--- src/verilog/bpred_cfg.svh ---
`ifndef BPRED_CFG_SVH
`define BPRED_CFG_SVH

// ------------------------------
// return address stack
// ------------------------------

// stack depth, one entry per pointer value
`define BPRED_RAS_ENTRIES 8
// pointer width, wraps at depth
`define BPRED_RAS_IDX_W 3

// ------------------------------
// branch target buffer
// ------------------------------

// index bits, pc[5:2] for 16 entries
`define BPRED_BTB_IDX_W 4
// tag bits, pc just above the index
`define BPRED_TAG_W 8

`endif
--- src/verilog/bpred_pkg.sv ---
`include "bpred_cfg.svh"

package bpred_pkg;

    // ------------------------------
    // plain widths
    // ------------------------------

    typedef logic [31:0] pc_t;
    // half-word aligned, bit 0 dropped
    typedef logic [30:0] target_t;
    typedef logic [`BPRED_RAS_IDX_W-1:0] ras_idx_t;
    typedef logic [`BPRED_BTB_IDX_W-1:0] btb_idx_t;
    typedef logic [`BPRED_TAG_W-1:0] btb_tag_t;

    // branch kind as stored in the btb
    // coret is a call that also returns
    typedef enum logic [2:0] {
        BR_NONE  = 3'd0,
        BR_JUMP  = 3'd1,
        BR_CALL  = 3'd2,
        BR_RET   = 3'd3,
        BR_CORET = 3'd4
    } br_kind_e;

    // ------------------------------
    // bundles
    // ------------------------------

    typedef struct packed {
        logic     valid;
        btb_tag_t tag;
        br_kind_e kind;
        target_t  target;
    } btb_entry_t;

    typedef struct packed {
        logic     hit;
        br_kind_e kind;
        target_t  target;
    } btb_lookup_t;

    // push and pop together replace the top
    typedef struct packed {
        logic    push;
        logic    pop;
        target_t link;
    } stack_ctl_t;

    // ras_idx is the pointer before this fetch's update
    typedef struct packed {
        logic     taken;
        pc_t      target;
        ras_idx_t ras_idx;
    } pred_t;

    typedef struct packed {
        pc_t      pc;
        pc_t      target;
        br_kind_e kind;
        logic     mispredict;
        ras_idx_t ras_idx;
    } resolve_t;

endpackage

--- src/verilog/bpred_top.sv ---
`timescale 1ns/1ps

module bpred_top (
    input  logic                CLK,
    input  logic                nRST,
    // fetch side
    input  logic                fetch_valid,
    input  bpred_pkg::pc_t      fetch_pc,
    // resolve side, trains btb and restores sp
    input  logic                resolve_valid,
    input  bpred_pkg::resolve_t resolve,
    // prediction, one cycle after fetch
    output logic                pred_valid,
    output bpred_pkg::pred_t    pred
);

    import bpred_pkg::*;

    // ------------------------------
    // internal wiring
    // ------------------------------

    btb_lookup_t lookup;
    target_t     ras_top;
    ras_idx_t    ras_sp;
    stack_ctl_t  ctl;
    // restore only on a wrong prediction
    logic        restore;

    assign restore = resolve_valid && resolve.mispredict;

    btb u_btb (
        .CLK       (CLK),
        .nRST      (nRST),
        .lookup_pc (fetch_pc),
        .lookup    (lookup),
        .wr_valid  (resolve_valid),
        .wr        (resolve)
    );

    ras u_ras (
        .CLK         (CLK),
        .nRST        (nRST),
        .ctl         (ctl),
        .restore     (restore),
        .restore_idx (resolve.ras_idx),
        .ras_top     (ras_top),
        .ras_sp      (ras_sp)
    );

    next_pc_sel u_next_pc_sel (
        .CLK         (CLK),
        .nRST        (nRST),
        .fetch_valid (fetch_valid),
        .fetch_pc    (fetch_pc),
        .lookup      (lookup),
        .ras_top     (ras_top),
        .ras_sp      (ras_sp),
        .ctl         (ctl),
        .pred_valid  (pred_valid),
        .pred        (pred)
    );

endmodule

--- src/verilog/next_pc_sel.sv ---
`timescale 1ns/1ps

module next_pc_sel (
    input  logic                   CLK,
    input  logic                   nRST,
    // fetch strobe
    input  logic                   fetch_valid,
    input  bpred_pkg::pc_t         fetch_pc,
    // btb and stack views of this fetch
    input  bpred_pkg::btb_lookup_t lookup,
    input  bpred_pkg::target_t     ras_top,
    input  bpred_pkg::ras_idx_t    ras_sp,
    // stack update for this fetch
    output bpred_pkg::stack_ctl_t  ctl,
    // registered prediction
    output logic                   pred_valid,
    output bpred_pkg::pred_t       pred
);

    import bpred_pkg::*;

    pc_t   seq_pc;
    pred_t pred_d;

    // ------------------------------
    // target select
    // ------------------------------

    assign seq_pc = fetch_pc + 32'd4;

    always_comb begin
        // default fall-through, not taken
        pred_d.taken   = 1'b0;
        pred_d.target  = seq_pc;
        // checkpoint is sp before this fetch moves it
        pred_d.ras_idx = ras_sp;
        if (lookup.hit) begin
            unique case (lookup.kind)
                BR_JUMP, BR_CALL: begin
                    pred_d.taken  = 1'b1;
                    pred_d.target = {lookup.target, 1'b0};
                end
                BR_RET, BR_CORET: begin
                    // old top even if a restore lands now
                    pred_d.taken  = 1'b1;
                    pred_d.target = {ras_top, 1'b0};
                end
                default: begin
                    pred_d.taken = 1'b0;
                end
            endcase
        end
    end

    // ------------------------------
    // stack control
    // ------------------------------

    // link is the return point after the call
    always_comb begin
        ctl.link = seq_pc[31:1];
        ctl.push = fetch_valid && lookup.hit
                && ((lookup.kind == BR_CALL) || (lookup.kind == BR_CORET));
        ctl.pop  = fetch_valid && lookup.hit
                && ((lookup.kind == BR_RET) || (lookup.kind == BR_CORET));
    end

    // ------------------------------
    // output register
    // ------------------------------

    always_ff @(posedge CLK or negedge nRST) begin
        if (!nRST) begin
            pred_valid <= 1'b0;
        end else begin
            pred_valid <= fetch_valid;
        end
    end

    // payload only loads with a fetch
    always_ff @(posedge CLK) begin
        if (fetch_valid) begin
            pred <= pred_d;
        end
    end

    // one prediction per fetch, exactly one cycle later
    a_pred_follows_fetch: assert property (@(posedge CLK) disable iff (!nRST)
        pred_valid == $past(fetch_valid));

endmodule

--- src/verilog/btb.sv ---
`timescale 1ns/1ps

`include "bpred_cfg.svh"

module btb (
    input  logic                   CLK,
    input  logic                   nRST,
    // combinational lookup for the fetch side
    input  bpred_pkg::pc_t         lookup_pc,
    output bpred_pkg::btb_lookup_t lookup,
    // training from resolve
    input  logic                   wr_valid,
    input  bpred_pkg::resolve_t    wr
);

    import bpred_pkg::*;

    localparam int ENTRIES = 1 << `BPRED_BTB_IDX_W;
    // tag sits directly above the index bits
    localparam int TAG_LSB = 2 + `BPRED_BTB_IDX_W;

    // ------------------------------
    // pc slicing
    // ------------------------------

    function automatic btb_idx_t idx_of(input pc_t pc);
        return pc[2 +: `BPRED_BTB_IDX_W];
    endfunction

    function automatic btb_tag_t tag_of(input pc_t pc);
        return pc[TAG_LSB +: `BPRED_TAG_W];
    endfunction

    btb_entry_t tbl_q [ENTRIES];
    btb_idx_t   rd_idx;
    btb_idx_t   wr_idx;
    btb_entry_t rd_entry;
    btb_entry_t wr_entry;

    // ------------------------------
    // lookup
    // ------------------------------

    assign rd_idx   = idx_of(lookup_pc);
    assign rd_entry = tbl_q[rd_idx];

    always_comb begin
        lookup.hit = rd_entry.valid
                  && (rd_entry.tag == tag_of(lookup_pc))
                  && (rd_entry.kind != BR_NONE);
        // kind reads as none on a miss
        lookup.kind   = lookup.hit ? rd_entry.kind : BR_NONE;
        lookup.target = rd_entry.target;
    end

    // ------------------------------
    // training
    // ------------------------------

    assign wr_idx = idx_of(wr.pc);

    // kind none clears the slot
    always_comb begin
        wr_entry = '0;
        if (wr.kind != BR_NONE) begin
            wr_entry.valid  = 1'b1;
            wr_entry.tag    = tag_of(wr.pc);
            wr_entry.kind   = wr.kind;
            wr_entry.target = wr.target[31:1];
        end
    end

    // write lands at the edge and is seen by the next fetch only
    always_ff @(posedge CLK or negedge nRST) begin
        if (!nRST) begin
            for (int i = 0; i < ENTRIES; i++) begin
                tbl_q[i] <= '0;
            end
        end else if (wr_valid) begin
            tbl_q[wr_idx] <= wr_entry;
        end
    end

    // targets are half-word aligned
    a_even_target: assert property (@(posedge CLK) disable iff (!nRST)
        (wr_valid && (wr.kind != BR_NONE)) |-> !wr.target[0]);

endmodule

--- src/verilog/ras.sv ---
`timescale 1ns/1ps

`include "bpred_cfg.svh"

module ras (
    input  logic                  CLK,
    input  logic                  nRST,
    // push / pop from next_pc_sel
    input  bpred_pkg::stack_ctl_t ctl,
    // checkpoint restore from the resolve path
    input  logic                  restore,
    input  bpred_pkg::ras_idx_t   restore_idx,
    // current top and pointer, combinational
    output bpred_pkg::target_t    ras_top,
    output bpred_pkg::ras_idx_t   ras_sp
);

    import bpred_pkg::*;

    // ------------------------------
    // storage
    // ------------------------------

    // circular, oldest entry overwritten on wrap
    target_t  stack_q [`BPRED_RAS_ENTRIES];
    ras_idx_t sp_q;

    // neighbours of sp, wrap at ras_idx_t width
    ras_idx_t sp_inc;
    ras_idx_t sp_dec;

    assign sp_inc = sp_q + 1'b1;
    assign sp_dec = sp_q - 1'b1;

    // ------------------------------
    // update
    // ------------------------------

    always_ff @(posedge CLK or negedge nRST) begin
        if (!nRST) begin
            sp_q <= '0;
            for (int i = 0; i < `BPRED_RAS_ENTRIES; i++) begin
                stack_q[i] <= '0;
            end
        end else if (restore) begin
            // mispredict wins, fetch change dropped
            sp_q <= restore_idx;
        end else if (ctl.push && ctl.pop) begin
            // coret replaces top, sp unchanged
            stack_q[sp_q] <= ctl.link;
        end else if (ctl.push) begin
            // link goes one above current top
            stack_q[sp_inc] <= ctl.link;
            sp_q            <= sp_inc;
        end else if (ctl.pop) begin
            // entry stays, only pointer moves
            sp_q <= sp_dec;
        end
    end

    // ------------------------------
    // read
    // ------------------------------

    assign ras_top = stack_q[sp_q];
    assign ras_sp  = sp_q;

    // pointer lands on the checkpoint one cycle after a restore
    a_restore_sp: assert property (@(posedge CLK) disable iff (!nRST)
        restore |=> (ras_sp == $past(restore_idx)));

endmodule

--- config.mk ---
export PLATFORM = sky130hd
export DESIGN_NAME = bpred_top
export DESIGN_NICKNAME = d
export VERILOG_FILES = /design/src/verilog/bpred_pkg.sv /design/src/verilog/bpred_top.sv /design/src/verilog/next_pc_sel.sv /design/src/verilog/btb.sv /design/src/verilog/ras.sv
export VERILOG_INCLUDE_DIRS = /design/src /design/src/verilog
export SDC_FILE = /design/constraint.sdc
export NUM_CORES = 2
export LEC_CHECK = 0
export ABC_AREA = 1
export BUFFER_PORTS_ARGS = -buffer_cell sky130_fd_sc_hd__clkbuf_2
export CAP_MARGIN = 20
export CELL_PAD_IN_SITES_DETAIL_PLACEMENT = 1
export CELL_PAD_IN_SITES_GLOBAL_PLACEMENT = 1
export CORE_MARGIN = 1.5
export CORE_UTILIZATION = 25
export DETAILED_ROUTE_END_ITERATION = 7
export GPL_TIMING_DRIVEN = 0
export HOLD_SLACK_MARGIN = 0.03
export PLACE_DENSITY = 0.52
export SLEW_MARGIN = 40
export SYNTH_ARGS = -nofsm -noshare
export SYNTH_HDL_FRONTEND = slang
export SYNTH_SLANG_ARGS = --single-unit
--- constraint.sdc ---
create_clock -name CLK -period 6.3 [get_ports CLK]
set_input_delay 0 -clock CLK [delete_from_list [all_inputs] [get_ports CLK]]
set_output_delay 0 -clock CLK [all_outputs]
set_load 0.02 [all_outputs]
# --- After elaboration in Yosys (flattened, before gate mapping) ---
# Cells that the tools add are included.
classes:
  reduce_logical: 21
  bitwise_logic: 5
  n_lt_le_gt_ge: 7
  n_eq_ne: 6
  n_addsub: 3
  n_mux: 26
op_table:
  columns: ["cell", "n"]
  rows:
  - ["$bwmux W688", 1]
  - ["$bwmux W248", 2]
  - ["$mux W248", 2]
  - ["$demux W31 S3", 2]
  - ["$bmux W43 S4", 1]
  - ["$demux W43 S4", 1]
  - ["$mux W43", 4]
  - ["$mux W31", 4]
  - ["$bmux W31 S3", 1]
  - ["$pmux W32 S2", 1]
  - ["$add A32 B3 Y32 const B", 1]
  - ["$mux W32", 1]
  - ["$mux W3", 5]
  - ["$ge A5 B5 Y1 const B", 2]
  - ["$logic_and A1 B1 Y1", 10]
  - ["$not A4 Y5", 2]
  - ["$reduce_bool A3 Y1", 3]
  - ["$eq A8 B8 Y1", 1]
  - ["$ge A4 B4 Y1 const B", 2]
  - ["$lt A4 B1 Y1 const B", 2]
  - ["$not A3 Y4", 2]
  - ["$eq A3 B2 Y1 const B", 2]
  - ["$lt A5 B1 Y1 const B", 1]
  - ["$reduce_and A2 Y1", 2]
  - ["11 further kinds", 13]
word_totals:
  reg_bits: 976
  out_inout_bits: 37

# --- Depth between registers and ports, before layout ---
depth:
  word_depth: 15
  depth_mapped: 23
  mapped_depth_nobuf: 20

# --- Cells and area by module ---
# From an unflattened synthesis, not the netlist that was laid out.
unflattened:
  hier_cells: 6166
  area_unflattened_um2: 48411.4
by_module_without_submodules:
  columns: ["mod", "cells_per_inst", "seq_area_each_um2", "n_inst", "area_per_inst_um2"]
  rows:
  - ["btb", 3949, 17216.5, 1, 32746.4]
  - ["ras", 1770, 6281.0, 1, 12700.9]
  - ["next_pc_sel", 445, 1106.1, 1, 2956.6]
  - ["bpred_top", 2, 0.0, 1, 7.5]

# --- Worst setup path after synthesis ---
# Ideal clock, no wire load.
synth_path:
  path_kind: "input-to-reg"
  from: "input fetch_pc[3]"
  to: "register, netlist name u_next_pc_sel.pred[30]"
  required_ns: 6.017
  arrival_ns: 2.125
  cell_stages: 15
  setup_slack_ns: 3.892
  setup_ns: 0.283
  path_cell_list: "buf_2 > buf_2 > nand3_4 > nor3_4 > nand3_2 > nor2_2 > nand3_2 > nor2_4 > nand2_2 > nor2_4 > nand3_2 > nor2_4 > nand2_2 > xor2_1 > o221ai_1"
synth_lines:
  columns: ["element", "line_no", "rtl"]
  rows:
  - ["start, declared", "bpred_top.sv:8", "input bpred_pkg::pc_t fetch_pc,"]

==> run summary <==
Status: completed
Max VDD drop: 0.2671 mV
F_max: 196.7 MHz
Worst-case reg-to-reg path depth: 10
Crit path capture type: flip-flop
Grt met3 use: 3.112%
Setup tns final: 0 ns
Seq/Total Area, Yosys: 54.23%
Worst slew pin tran: 0.9518 ns
Vias in the first global route: 40,923
Post-synth top area share: 51.85%
Tcrit/Tclk final: 80.71%
Nets: 5,530
CTS Buf Count: 118
Flops & latches, synth: 976
CP Cell Sequence: dlygate4sd3_1, clkbuf_2, buf_6, buf_6, buf_2, buf_2, o21ai_0, nand3_1, o211ai_1, nand2_1, inv_2, nand3_2, nand2_1, nor2_2, clkbuf_1, o21ai_0, o211ai_1
CP Buf/Inv Count: 8
Die ar.: 184,000 µm²
Routed WL per cell: 27.56 µm
Starting Density: 25.13%
# rows: 156
Delay-heaviest family, CP: buffers and inverters
Crit-path max cell delay: 0.73 ns
Placer Congestion: 0.8377
Post-synth net total: 5,163
Post-CTS Setup Bufs: 0
RR Startpoint: u_ras.ras_sp[0]$_DFFE_PN0P_
Cells after synthesis: 5,053
DRT iter0 DRCs: 3,127
Largest area contributor in the netlist: dfrtp_1
Worst path slowest cell: clkbuf_1
Top FF cell, synth: dfrtp_1
Most common cell in the netlist: nand2_1
Initial antenna violation count: 4
Lkg Pwr: 24.49 nW
Fraction of registers with async set/reset: 96.31%
HP Start: resolve[42]
Post-Route WL: 217,500 µm
Synth top cells by count: nand2_1, dfrtp_1, o21ai_0, inv_1, a21oi_1
Grt ovf: 0
Most Used Layer, Global Route: met2
H-tree depth: 3
Synth top area cells: dfrtp_1, o21ai_0, nand2_1
Clock Tree Buf Depth: 3
Residual DRC: 0
Unrepaired setup endpoints after global routing: no
Grt met2 use: 38.68%
Synth unique cells: 42
Final Setup Violations: 0
Yosys warning total: 0
Worst-Skew Late Latency: 0.78 ns
Largest net degree at the start of global routing: 65
Fraction of layout cells with a size suffix above 1: 16.51%
Total power: 18.28 mW
Hold Path Cell Cnt: 4
Critical-path maximum fanout: 10
Placed Cells: 7,570
CORE AREA: 180,500 µm²
Maxcap violations: 0
Worst Setup Start Kind: primary input
Top Ports: 144
Met1 usage: 30.73%
Clock tree from TritonCTS: yes
Syn Area/Cell: 8.979 µm²
Buffers on Ports: 116
Reg2reg end: u_next_pc_sel.pred[26]$_DFFE_PP_
Worst-path clk slew: 0.06 ns
Hold Path Class: primary input to flip-flop
Endpoint, Worst Hold: u_btb.tbl_q[78]$_DFFE_PN0P_
Area Overhead vs Synth: 21.35%
Vias post-DR: 39,789
Final cell count without fillers: 7,892
Worst path depth: 17
DR vias/cell: 5.042
First-pass GRT wire length: 310,900 µm
Kind of critical path: primary input to flip-flop
R2R setup slack: 1.45 ns
All-Layer GR Usage: 23.40%
DR pass1 iterations: 5
Slew Limit Headroom: 36.54%
Required @ worst endpoint: 6.80 ns
Final period demand of the worst path: 5.085 ns
Final Hold Violating Endpoints: 0
Max Clock Skew: 0.05874 ns
Fin util: 30.49%
EDFF count, synth: 36
Clock sinks: 976
Die H: 429.0 µm
PD cells: 332.1 nW/µm²
Root Driver: clkbuf_16
Hpwl dp: 149,700 µm
Slew Viols, Final: 0
Arrival @ worst endpoint: 5.58 ns
Die X: 429.0 µm
Routed Antenna Nets: 0
Mapped Area: 45,370 µm²
cells by family after synthesis:
family	share of synthesized area, %
AOI/OAI and AO/OA	17.95
and+or+nand+nor	12.77
DFF	54.23
buffers and inverters	8.367
muxes	6.106
xor gates and xnor gates	0.4964
adders and majority gates	0.08274
flip-flops by register name, summed over array words and instances, names as in the netlist:
name and flops:
u_next_pc_sel.pred_valid 1, u_btb.tbl_q 688, u_ras.stack_q 248, u_next_pc_sel.pred 36, u_ras.ras_sp 3
metrics by stage:
step           hold slack [ns]  worst slack (ns)  area [µm²]
2_1_floorplan          -0.2956             3.892       45370
6_report               0.08875             1.215       55050
3_5_place_dp          -0.08944             1.044       49930
4_1_cts                0.03934             1.298       54980
3_3_place_gp            0.2697            -20.29       48920
5_1_grt                0.09550             1.235       55050
worst max path at each step:
stage,startpoint,endpoint
after floorplan,fetch_pc[3],u_next_pc_sel.pred[30]$_DFFE_PP_
after global placement,nRST,u_btb.tbl_q[361]$_DFFE_PN0P_
after detailed placement,fetch_pc[3],u_next_pc_sel.pred[26]$_DFFE_PP_
after CTS,fetch_pc[3],u_next_pc_sel.pred[26]$_DFFE_PP_
after global routing,fetch_pc[3],u_next_pc_sel.pred[32]$_DFFE_PP_
final,fetch_pc[2],u_next_pc_sel.pred[16]$_DFFE_PP_
tightest hold or removal path: stages:
cell and delay (ns):
clkbuf_2 0.16, nand3_1 0.20, nor2_2 0.19, mux2_2 0.26
report_power, final:
| group | total, mW | internal (mW) | switching (mW) |
|---|---|---|---|
| combinational | 3.26 | 1.14 | 2.12 |
| clock | 7.26 | 4.25 | 3.01 |
| sequential | 7.77 | 7.36 | 0.404 |
| total | 18.3 | 12.8 | 5.53 |
placed cells by master, fill, tap and decap left out, types with 27 or more instances in the layout:
cell type,n
nand2_1,942
dfrtp_1,940
o21ai_0,687
inv_1,487
a21oi_1,417
o21ai_1,270
mux2_2,246
clkbuf_2,223
clkbuf_1,174
nand3_1,143
clkbuf_16,120
nor2_1,104
dlygate4sd3_1,97
o22ai_1,88
nor3_1,85
buf_6,59
buf_2,46
o221ai_1,44
edfxtp_1,36
clkbuf_8,30
o211ai_1,27
layout make-up:
cell class / count / area, µm²
Fill cell: 20708 / 125500
Sequential cell: 976 / 24600
Multi-Input combinational cell: 3198 / 17240
Clock buffer: 174 / 3496
Tap cell: 2370 / 2965
Timing Repair Buffer: 247 / 2207
Buffer: 385 / 2105
Inverter: 494 / 1857
Clock inverter: 44 / 570.5
Antenna cell: 4 / 10.01
layer usage:
| layer | share of wire (%) | vias up |
|---|---|---|
| met4 | 4.6 | 2 |
| li1 | - | 17635 |
| met5 | 0.0087 | - |
| met3 | 4.5 | 379 |
| met2 | 48 | 1057 |
| met1 | 43 | 20716 |
timing repair:
| item | 4_1_cts | 5_1_grt |
|---|---|---|
| hold buffers | 97 | 1 |
| gates resized for setup | 0 | 0 |
| hold endpoints to repair | 903 | 1 |
Note: power is estimated with default switching activity, not from simulation.
